### config.mk
export PLATFORM = sky130hd
export DESIGN_NAME = operand_loader_flat
export DESIGN_NICKNAME = d
export VERILOG_FILES = /design/src/verilog/systolic_pkg.sv /design/src/verilog/operand_if.sv /design/src/verilog/operand_loader.sv /design/src/flat_wrapper.sv
export SDC_FILE = /design/constraint.sdc
export NUM_CORES = 1
export LEC_CHECK = 0
export BUFFER_PORTS_ARGS = -buffer_cell sky130_fd_sc_hd__buf_2
export CORE_MARGIN = 2
export CORE_UTILIZATION = 61
export CTS_BUF_LIST = sky130_fd_sc_hd__clkbuf_8
export DETAILED_ROUTE_END_ITERATION = 12
export PLACE_DENSITY = 0.83
export SLEW_MARGIN = 25
export SYNTH_ARGS = -nofsm -noshare
export SYNTH_HDL_FRONTEND = slang
export SYNTH_SLANG_ARGS = --single-unit
### constraint.sdc
create_clock -name clk -period 5.4 [get_ports clk]
set_clock_uncertainty 0.1 [all_clocks]
set_input_delay 1.08 -clock clk [delete_from_list [all_inputs] [get_ports clk]]
set_output_delay 1.08 -clock clk [all_outputs]
set_load 0.02 [all_outputs]
### src/verilog/systolic_pkg.sv
package systolic_pkg;

    // ==============================
    // Widths and array shape
    // ==============================

    // One matrix element
    localparam int DATA_W = 16;

    // Products and partial sums
    localparam int ACC_W = 40;

    // Rows and columns of the PE grid
    localparam int ARRAY_DIM = 4;

    // ==============================
    // Feed phase timing
    // ==============================

    // Last feed count of a full size job
    localparam int FEED_LAST = 2 * ARRAY_DIM + 2;

    // First anti-diagonal sum visible at the bottom row
    localparam int SUM_FIRST = ARRAY_DIM;

    // Vector types
    typedef logic [DATA_W-1:0]            data_t;
    typedef logic [ACC_W-1:0]             acc_t;
    typedef logic [$clog2(ARRAY_DIM)-1:0] idx_t;
    typedef logic [5:0]                   count_t;

    // Loader sequencing
    typedef enum logic [1:0] {
        IDLE,
        LOAD,
        FEED
    } loader_state_e;

endpackage

### src/verilog/operand_if.sv
`timescale 1ns/10ps

interface operand_if import systolic_pkg::*; ();

    // Start of job, zeroes the whole grid
    logic  clear;

    // Stationary weight write port
    logic  wt_we;
    idx_t  wt_row;
    idx_t  wt_col;
    data_t wt_data;

    // Skewed input per array row, zero is a bubble
    data_t x_row [ARRAY_DIM];

    modport loader (
        output clear,
        output wt_we,
        output wt_row,
        output wt_col,
        output wt_data,
        output x_row
    );

    modport array (
        input clear,
        input wt_we,
        input wt_row,
        input wt_col,
        input wt_data,
        input x_row
    );

endinterface

### src/verilog/operand_loader.sv
`timescale 1ns/10ps

module operand_loader import systolic_pkg::*; (
    input  logic      clk,
    input  logic      rst_n,
    input  logic      in_valid,
    input  data_t     matrix,
    input  logic      matrix_size,
    operand_if.loader ops,
    output logic      sum_window
);

    loader_state_e state;
    count_t        count;
    logic          size_4x4;

    // Size dependent limits
    count_t dim;
    count_t nn;
    count_t load_last;
    count_t feed_last;

    // Position of the incoming word
    count_t word_idx;
    count_t elem;
    logic   is_weight;
    idx_t   elem_row;
    idx_t   elem_col;

    // X operand held for the feed phase
    data_t  x_store [ARRAY_DIM][ARRAY_DIM];
    count_t feed_row [ARRAY_DIM];

    // ==============================
    // Size decode
    // ==============================

    assign dim       = size_4x4 ? count_t'(ARRAY_DIM) : count_t'(ARRAY_DIM / 2);
    assign nn        = size_4x4 ? count_t'(ARRAY_DIM * ARRAY_DIM)
                                : count_t'(ARRAY_DIM * ARRAY_DIM / 4);
    // 2*N*N - 2 words after the first one
    assign load_last = nn + nn - count_t'(2);
    // Half size job ends 2N counts earlier
    assign feed_last = size_4x4 ? count_t'(FEED_LAST) : count_t'(FEED_LAST - ARRAY_DIM);

    // ==============================
    // Word routing
    // ==============================

    // Word 0 arrives in IDLE, so LOAD count n carries word n+1
    assign word_idx  = count + count_t'(1);
    assign is_weight = word_idx < nn;
    assign elem      = is_weight ? word_idx : word_idx - nn;

    // Row-major split of the element index
    assign elem_row = size_4x4 ? idx_t'(elem[3:2]) : idx_t'(elem[1]);
    assign elem_col = size_4x4 ? idx_t'(elem[1:0]) : idx_t'(elem[0]);

    // Job start clears the grid and writes W[0][0] in one cycle
    assign ops.clear   = (state == IDLE) && in_valid;
    assign ops.wt_we   = ops.clear || ((state == LOAD) && is_weight);
    assign ops.wt_row  = (state == LOAD) ? elem_row : '0;
    assign ops.wt_col  = (state == LOAD) ? elem_col : '0;
    assign ops.wt_data = matrix;

    // X words
    always_ff @(posedge clk) begin
        if ((state == LOAD) && !is_weight) begin
            x_store[elem_row][elem_col] <= matrix;
        end
    end

    // ==============================
    // Sequencing FSM
    // ==============================

    always_ff @(posedge clk or negedge rst_n) begin
        if (!rst_n) begin
            state    <= IDLE;
            count    <= '0;
            size_4x4 <= 1'b0;
        end else begin
            case (state)
                IDLE: begin
                    if (in_valid) begin
                        size_4x4 <= matrix_size;
                        count    <= '0;
                        state    <= LOAD;
                    end
                end
                LOAD: begin
                    if (count == load_last) begin
                        count <= '0;
                        state <= FEED;
                    end else begin
                        count <= count + count_t'(1);
                    end
                end
                FEED: begin
                    // Done after the last anti-diagonal has been sampled
                    if (count == feed_last) begin
                        count <= '0;
                        state <= IDLE;
                    end else begin
                        count <= count + count_t'(1);
                    end
                end
                default: begin
                    state <= IDLE;
                end
            endcase
        end
    end

    // ==============================
    // Diagonal skew
    // ==============================

    // Row j gets X[n-j][j], so it starts j counts late
    always_comb begin
        for (int j = 0; j < ARRAY_DIM; j++) begin
            feed_row[j] = count - count_t'(j);
            if ((state == FEED) && (count >= count_t'(j)) &&
                (feed_row[j] < dim) && (count_t'(j) < dim)) begin
                ops.x_row[j] = x_store[idx_t'(feed_row[j])][j];
            end else begin
                ops.x_row[j] = '0;
            end
        end
    end

    // Bottom row holds a complete anti-diagonal
    assign sum_window = (state == FEED) && (count >= count_t'(SUM_FIRST)) &&
                        (count <= feed_last);

endmodule

### src/flat_wrapper.sv
// flat-port wrapper written by rule: the top's interface ports become plain ports
module operand_loader_flat import systolic_pkg::*;
  (clk, rst_n, in_valid, matrix, matrix_size, sum_window, ops_clear, ops_wt_we, ops_wt_row, ops_wt_col, ops_wt_data, ops_x_row);
  operand_if ops_i ();
  input  logic clk;
  input  logic rst_n;
  input  logic in_valid;
  input  data_t matrix;
  input  logic matrix_size;
  output logic sum_window;
  output wire logic [$bits(ops_i.clear)-1:0] ops_clear;
  output wire logic [$bits(ops_i.wt_we)-1:0] ops_wt_we;
  output wire logic [$bits(ops_i.wt_row)-1:0] ops_wt_row;
  output wire logic [$bits(ops_i.wt_col)-1:0] ops_wt_col;
  output wire logic [$bits(ops_i.wt_data)-1:0] ops_wt_data;
  output wire logic [$bits(ops_i.x_row)-1:0] ops_x_row;
  assign ops_clear = ops_i.clear;
  assign ops_wt_we = ops_i.wt_we;
  assign ops_wt_row = ops_i.wt_row;
  assign ops_wt_col = ops_i.wt_col;
  assign ops_wt_data = ops_i.wt_data;
  assign ops_x_row = {>>{ops_i.x_row}};
  operand_loader u_core (.clk(clk), .rst_n(rst_n), .in_valid(in_valid), .matrix(matrix), .matrix_size(matrix_size), .ops(ops_i), .sum_window(sum_window));
endmodule
==> results.cfg, run 1 <==
[logic_synthesis]
ys_seq_area_share_pct = 71.6
synth_edf_count = 256
synth_area_um2 = 11000
synth-simple-area-share_pct = 5.96
synthAdderAreaFrac_pct = 2.04
ys_ff_latch = 265
ys_types = 50
syn_area_per_cell_um2 = 18.7
synth-compound-area-share_pct = 3.68
synth_mux_area_share_pct = 13.1
synth_top_family_by_area = multiplexers
synth_nets = 628
synth-xor-area-share_pct = 0.317
postSynth.asyncResetShare_pct = 3.40
synth_warnings = 0
synth_top_flop_cell = edfxtp_1
synthCells = 590

[clock_tree]
cts_resized = 0
cts_tree = yes
clockRootBuffer = clkbuf_8
path_clk_slew_ns = 0.06
clock-sinks = 265
cts_hold_buf = 0
htreeDepth = 2
clkLatencyLatePin_ns = 0.55
cts_setup_buffers = 0
cts_made_buffers = 40
clk_path_buf_depth = 3

[power]
ir_drop_mv = 0.341
p_switching_mw = 1.48
p_int_mw = 3.68
swShare_pct = 28.7
seq_power_share_pct = 45.9
clockPowerShare_pct = 28.4
power_density_nw_per_um2 = 411
pwr-share-comb_pct = 25.8
p_leak_nw = 4.38

[timing]
slew_violations = 0
timing.fmax_mhz = 211
worst_pin_slew_ns = 0.814
period_needed_ns = 4.73
finalCritPeriodShare_pct = 87.6
hold_viol = 0
finalSetupTns_ns = 0
setup_viol = 0
grt_setup_unrepaired = no
slew_headroom_pct = 45.0

[floorplan]
core_area_um2 = 17800
die_x_um = 139
initial_core_util_pct = 61.9
die-area_um2 = 19200
ios = 107
core.rowCount = 49
die_h_um = 139

[setup_path]
crit_type = flip-flop to output pin
cp.required_ns = 4.22
crit_chain = buf_4 -> inv_1 -> ha_1 -> a21boi_0 -> nand4b_1 -> a211oi_1 -> buf_2
cp-start-kind = flip-flop
cp_slowest_cell = nand4b_1
endpoint_kind = output pin
critPathMaxStageDelay_ns = 0.76
path_max_fanout = 41
cp.arrival_ns = 3.55

[cells_and_area]
synthToLayoutAreaGrowth_pct = 13.8
final_common_cell = edfxtp_1
fin_util_pct = 70.5
diodes = 0
finalNetCount = 752
drive_above_1_share_pct = 36.1
final_cell_mix = edfxtp_1 (256), buf_2 (106), mux4_2 (64), clkbuf_8 (41), inv_1 (37)
fillers = 1102
final_area_um2 = 12600

[placement]
io_buffers = 106
place.detailed.hpwl_um = 13600
gp_congestion = 0.891
place_area_um2 = 11900

[route]
finalWirelength_um = 23000
drt_first_pass_iters = 5
drc = 0
vias = 5940
routed_via_density = 6.16
wl_per_cell_um = 23.8
drtIter0Drc = 460
antenna_left = 0

[grt]
first_global_vias = 6129
overflow = 0
antenna_found_initial = 0
grt_max_degree = 43
grt_pass1_wl_um = 35100
track_usage_pct = 24.3

[status]
outcome = complete, no violations

[run]
maxCapViolations = 0

[min_path]
hp-class = input pin to async pin
==> metal layers <==
metal | wire length, µm | track usage, % | up-vias
li1 | - | - | 2587
met1 | 9280 | 34.1 | 3039
met2 | 11400 | 39.0 | 284
met3 | 1850 | 5.56 | 30
met4 | 420 | 7.63 | 0
met5 | 0 | 0 | -
==> worst max-delay path: cells and delay by family, from the launching register on <==
family	cells	cell delay, ns
buffers and inverters	3	0.92
AO/OA/AOI/OAI	2	0.67
flip-flops	1	0.35
adder cells (fa/ha/maj)	1	0.28
AND/OR/NAND/NOR	1	0.76
==> metrics by stage <==
stage	std cells	setup slack, ns	power (mW)	hold WS, ns
after detailed placement	901	1.27	3.74	0.493
after CTS	965	0.644	5.21	0.275
final	965	0.672	5.17	0.289
after global routing	965	0.382	5.40	0.286
after global placement	901	1.32	3.72	0.467
after floorplan	590	0.920	3.41	0.442
==> Yosys cell counts (2+ instances only) <==
master / count / area (µm²)
a211o_1: 3 / 26.3
a211oi_1: 16 / 120
a21boi_0: 3 / 22.5
a21o_1: 3 / 22.5
a21oi_1: 2 / 10.0
a22o_1: 2 / 17.5
a31oi_1: 4 / 25.0
and2_1: 2 / 12.5
buf_1: 2 / 7.51
buf_2: 9 / 45.0
buf_4: 16 / 120
clkbuf_1: 19 / 71.3
dfrtp_1: 9 / 225
edfxtp_1: 256 / 7690
ha_1: 18 / 225
inv_1: 27 / 101
mux4_2: 64 / 1440
nand2_1: 17 / 63.8
nand2b_1: 4 / 25.0
nand3_1: 3 / 15.0
nand4b_1: 2 / 17.5
nor2_1: 9 / 33.8
nor2b_1: 34 / 213
nor3_1: 9 / 45.0
nor3b_1: 16 / 120
nor4_1: 8 / 50.1
o21a_1: 2 / 15.0
o21ai_0: 4 / 20.0
o221ai_1: 3 / 26.3
o22ai_1: 2 / 12.5
xnor2_1: 2 / 17.5
xor2_1: 2 / 17.5
==> worst paths after layout <==
| check | startpoint | to | slack [ns] | cells past startpoint |
|---|---|---|---|---|
| hold reg to reg | u_core.state[1] | u_core.state[1] | 0.52 | 2 |
| max in group asynchronous | rst_n | u_core.count[5] | 4.68 | 1 |
| min in group clk | u_core.state[1] | u_core.state[1] | 0.52 | 2 |
| setup / recovery | u_core.count[1] | ops_x_row[42] | 0.67 | 7 |
| hold / removal | rst_n | u_core.count[1] | 0.29 | 1 |
| setup reg to reg | u_core.count[0] | u_core.x_store[0][31] | 1.88 | 9 |
==> state kept, by name, indices dropped and copies added (netlist names) <==
name	cells
u_core.size_4x4	1
u_core.x_store	256
u_core.state	2
u_core.count	6
==> cell type report <==
class | count | area [µm²] | area share (%)
repair buffers | 129 | 703 | 5.59
clock buffers | 41 | 564 | 4.49
clock inverters | 23 | 131 | 1.04
inverters | 27 | 101 | 0.806
flip-flops and latches | 265 | 7920 | 63.0
well taps | 229 | 287 | 2.28
multi-input cells | 251 | 2870 | 22.8
==> power by group through the flow <==
stage          clock (mW)  combinational (mW)  sequential, mW
2_1_floorplan           0                1.01            2.40
3_3_place_gp            0                1.31            2.41
3_5_place_dp            0                1.33            2.41
4_1_cts              1.49                1.34            2.37
5_1_grt              1.58                1.44            2.37
6_report             1.47                1.33            2.37
==> cells by family (layout without fill, tap and decap cells) <==
logic type / Yosys count / count (layout)
AO/OA/AOI/OAI: 52 / 52
XOR/XNOR: 4 / 4
adder cells (fa/ha/maj): 18 / 18
buffers and inverters: 74 / 220
flip-flops: 265 / 265
multiplexers: 65 / 65
AND/OR/NAND/NOR: 112 / 112
(Power assumes the default switching activity.)
==> run 2: changes to the inputs <==
- CORE_UTILIZATION: 61 -> 40
- PLACE_DENSITY: 0.83 -> 0.59
==> results.cfg, run 2 (synthesized netlist as in run 1, its figures left out) <==
[status]
outcome = complete, no violations

[setup_path]
worst-path-buf-inv = 3
rrSetupSlack_ns = 1.86
r2r-start = u_core.count[0]
cp_top_family = buffers and inverters
cp.required_ns = 4.22
r2r_cells = 9
cp-start-kind = flip-flop
cp_slowest_cell = dfrtp_1
critPathMaxStageDelay_ns = 0.69
crit_type = flip-flop to output pin
reg2reg_to = u_core.x_store[2][50]
endpoint_kind = output pin
crit_chain = xor2_1 -> inv_1 -> ha_1 -> or3b_4 -> a2111oi_4 -> buf_4 -> a21o_1 -> buf_2
cp.arrival_ns = 3.54
path_max_fanout = 17

[clock_tree]
clock-sinks = 265
cts_hold_buf = 0
clkLatencyLatePin_ns = 0.54
path_clk_slew_ns = 0.06
cts_made_buffers = 43
clk_path_buf_depth = 3
clockRootBuffer = clkbuf_8
cts_resized = 0
cts_setup_buffers = 0
htreeDepth = 2
cts_tree = yes

[cells_and_area]
synthToLayoutAreaGrowth_pct = 16.0
top_register = u_core.x_store
top_regs = u_core.x_store: 256 flops, u_core.count: 6 flops, u_core.state: 2 flops
largest_register_ffs = 256
multiInputGateArea_um2 = 2870
register_area_um2 = 7920
fillers = 2309
finalNetCount = 756
final_common_cell = edfxtp_1
stdcell_count = 1087
final_cell_mix = edfxtp_1 (256), buf_2 (106), mux4_2 (64), clkbuf_8 (47), inv_1 (38)
drive_above_1_share_pct = 36.1
diodes = 0
final_area_um2 = 12800

[placement]
io_buffers = 106
gp_congestion = 0.795
dp_cells = 1014
place_area_um2 = 12000
place.detailed.hpwl_um = 14700

[floorplan]
initial_core_util_pct = 40.9
ios = 107
die_h_um = 170
die-area_um2 = 29000
die_x_um = 170
core.rowCount = 60
core_area_um2 = 27000

[route]
finalWirelength_um = 24400
drc = 0
drtIter0Drc = 474
wl_per_cell_um = 22.4
vias = 5851
antenna_left = 0
routed_via_density = 5.38
drt_first_pass_iters = 5

[run]
maxCapViolations = 0

[grt]
grt_max_degree = 42
grt_busiest_layer = met2
met2_usage_pct = 28.3
antenna_found_initial = 0
track_usage_pct = 17.3
grt_pass1_wl_um = 36800
grtUsageMet1_pct = 24.0
first_global_vias = 6261
grt.met3_usage_pct = 2.65
overflow = 0

[power]
power_density_nw_per_um2 = 413
p_leak_nw = 4.42
ir_drop_mv = 0.237

[timing]
worst_pin_slew_ns = 0.885
slew_violations = 0
finalSetupTns_ns = 0
timing.fmax_mhz = 212
finalCritPeriodShare_pct = 87.4
slew_headroom_pct = 40.3
hold_viol = 0
period_needed_ns = 4.72
grt_setup_unrepaired = no
setup_viol = 0

[min_path]
hp-class = input pin to async pin
run 2: metal layers:
| metal | wire (µm) | part of all wire, % | up-vias |
|---|---|---|---|
| met2 | 11900 | 49 | 165 |
| met5 | 0 | 0 | - |
| met3 | 1520 | 6.2 | 39 |
| met4 | 358 | 1.5 | 0 |
| met1 | 10600 | 44 | 3042 |
| li1 | - | - | 2605 |
run 2: layout make-up:
cell class | count | share of cell area, %
Sequential cell | 265 | 61.8
Multi-Input combinational cell | 251 | 22.4
Timing Repair Buffer | 130 | 5.55
Clock buffer | 47 | 5.05
Tap cell | 341 | 3.33
Clock inverter | 26 | 1.09
Inverter | 27 | 0.791
run 2: worst reg2reg max path, stage by stage, from the launching register on:
cell       delay [ns]
dfrtp_4          0.47
ha_1             0.27
xor2_1           0.59
inv_1            0.31
ha_1             0.28
or3b_4           0.25
a2111oi_4        0.06
buf_4            0.23
nor4_2           0.32
buf_4            0.33
run 2: report_power, final:
part | internal, mW | total (mW) | switching, mW
Combinational | 0.597 | 1.34 | 0.748
Clock | 0.843 | 1.58 | 0.738
Sequential | 2.34 | 2.37 | 0.0329
Total | 3.78 | 5.30 | 1.52
run 2: per-stage QoR:
step           worst slack (ns)  hold slack (ns)  utilization, %  power (mW)
2_1_floorplan             0.920            0.442               -        3.41
3_3_place_gp               1.22            0.462            44.5        3.76
3_5_place_dp               1.18            0.486            44.5        3.79
4_1_cts                   0.586            0.254            47.4        5.38
5_1_grt                   0.367            0.278            47.4        5.56
6_report                  0.679            0.285            47.4        5.30
run 2: how the worst max path moves through the flow:
stage | depth (start not counted) | slack [ns] | startpoint | end
floorplan | 9 | 0.92 | u_core.count[1] | u_core.x_store[2][0]
detailed placement | 8 | 1.18 | u_core.count[1] | ops_x_row[19]
CTS | 8 | 0.59 | u_core.count[1] | ops_x_row[19]
global route | 7 | 0.37 | u_core.count[1] | ops_x_row[40]
finish | 8 | 0.68 | u_core.count[2] | ops_wt_we
global placement | 8 | 1.22 | u_core.count[1] | ops_x_row[19]
==> run 3: changes to the inputs <==
- CELL_PAD_IN_SITES_DETAIL_PLACEMENT: not set -> 0
- CELL_PAD_IN_SITES_GLOBAL_PLACEMENT: not set -> 1
- PLACE_DENSITY: 0.59 -> 0.66
==> results.cfg, run 3 (synthesized netlist as in run 1, its figures left out) <==
[route]
drt_first_pass_iters = 4
antenna_left = 0
routed_via_density = 5.37
vias = 5829
finalWirelength_um = 24900
wl_per_cell_um = 22.9
drc = 0
drtIter0Drc = 384

[power]
clockPowerShare_pct = 29.0
ir_drop_mv = 0.194
pwr-share-comb_pct = 24.7
power_density_nw_per_um2 = 410
p_int_mw = 3.71
p_leak_nw = 4.41
swShare_pct = 29.1
seq_power_share_pct = 46.2
p_switching_mw = 1.52

[status]
outcome = complete, no violations

[cells_and_area]
drive_above_1_share_pct = 34.8
finalNetCount = 753
largest_register_ffs = 256
register_area_um2 = 7920
synthToLayoutAreaGrowth_pct = 15.6
top_regs = u_core.x_store: 256 flops, u_core.count: 6 flops, u_core.state: 2 flops
fillers = 2364
final_common_cell = edfxtp_1
top_register = u_core.x_store
final_cell_mix = edfxtp_1 (256), buf_2 (106), mux4_2 (64), inv_1 (44), clkbuf_8 (43)
multiInputGateArea_um2 = 2870

[clock_tree]
clkLatencyLatePin_ns = 0.54
clockRootBuffer = clkbuf_8
cts_made_buffers = 43
cts_resized = 0
htreeDepth = 2
cts_tree = yes
cts_hold_buf = 0
cts_setup_buffers = 0
path_clk_slew_ns = 0.06
clock-sinks = 265
clk_path_buf_depth = 3

[setup_path]
cp_common_cell = ha_1
cp_top_family = flip-flops
critPathMaxStageDelay_ns = 0.80
reg2reg_to = u_core.x_store[3][55]
worst-path-buf-inv = 3
cp.required_ns = 4.22
crit_type = flip-flop to output pin
cp_slowest_cell = dfrtp_4
path_max_fanout = 31
crit_chain = ha_1 -> xor2_1 -> inv_1 -> ha_1 -> or3b_4 -> a2111oi_4 -> buf_4 -> a21o_1 -> buf_2
r2r-start = u_core.count[0]
cp-start-kind = flip-flop
r2r_cells = 9
cp.arrival_ns = 3.89
endpoint_kind = output pin
rrSetupSlack_ns = 1.41

[floorplan]
core_area_um2 = 27000
core.rowCount = 60
ios = 107
die-area_um2 = 29000
die_h_um = 170
die_x_um = 170
initial_core_util_pct = 40.9

[timing]
worst_pin_slew_ns = 0.849
slew_headroom_pct = 42.7
finalCritPeriodShare_pct = 93.9
timing.fmax_mhz = 197
slew_violations = 0
hold_ws_ns = 0.291
period_needed_ns = 5.07
finalSetupTns_ns = 0
setup_viol = 0
hold_viol = 0
grt_setup_unrepaired = no

[placement]
place.detailed.hpwl_um = 14900
gp_congestion = 0.779
io_buffers = 106

[grt]
overflow = 0
grt_max_degree = 49
antenna_found_initial = 1
track_usage_pct = 17.6
grt_pass1_wl_um = 37500
first_global_vias = 6349

[min_path]
hp-class = input pin to async pin

[run]
maxCapViolations = 0
==> run 3: changes by cell type in the layout (fill, tap and decap cells not counted), sizes merged <==
cell	change
diode	+1
clkbuf	-4
buf	-3
inv	+7
clkinvlp	-2
==> run 3: final cells by class <==
| class | instances | share of cell area (%) |
|---|---|---|
| sequential | 265 | 62.0 |
| multi-input combinational | 251 | 22.5 |
| timing repair buffer | 127 | 5.42 |
| clock buffer | 43 | 4.64 |
| tap | 341 | 3.34 |
| clock inverter | 31 | 1.28 |
| inverter | 27 | 0.794 |
| antenna | 1 | 0.0196 |
==> run 3: power by group through the flow <==
stage	clock, mW	combinational, mW	sequential (mW)
2_1_floorplan	0	1.01	2.40
4_1_cts	1.56	1.32	2.42
3_3_place_gp	0	1.30	2.46
5_1_grt	1.65	1.41	2.44
3_5_place_dp	0	1.31	2.46
6_report	1.52	1.29	2.42
==> run 3: layer usage <==
metal	vias to the layer above	wire length, µm	GRT usage (%)	part of all wire [%]
met2	208	12200	30.0	49
met4	0	504	5.02	2.0
met5	-	0	0	0
met3	41	1850	3.91	7.5
met1	2983	10300	22.9	41
li1	2597	-	-	-
==> run 3: worst register-to-register path, delay by kind of cell, from the launching register on <==
kind,cells,cell delay (ns)
AOI/OAI and AO/OA,1,0.06
adders and majority gates,2,0.64
and+or+nand+nor,2,0.60
DFF,1,0.80
buffers and inverters,3,0.87
xor gates and xnor gates,1,0.58
==> run 3: worst max-delay path by stage <==
stage / startpoint / to / slack (ns) / cells past startpoint
6_report: u_core.count[0] / ops_wt_we / 0.33 / 9
5_1_grt: u_core.count[0] / ops_wt_we / 0.08 / 9
4_1_cts: u_core.count[0] / ops_wt_we / 0.30 / 9
3_5_place_dp: u_core.count[0] / ops_wt_we / 0.93 / 9
3_3_place_gp: u_core.count[0] / ops_wt_we / 0.99 / 9
2_1_floorplan: u_core.count[1] / u_core.x_store[2][0] / 0.92 / 9
==> run 3: stage by stage <==
stage               power [mW]  instances  setup WS, ns  util [%]  instance area, µm²
detailed placement        3.78       1011         0.930      44.4               12000
finish                    5.24       1086         0.328      47.2               12800
global route              5.49       1085        0.0768      47.2               12800
global placement          3.76       1011         0.985      44.4               12000
floorplan                 3.41        590         0.920         -               11000
CTS                       5.30       1085         0.300      47.2               12800
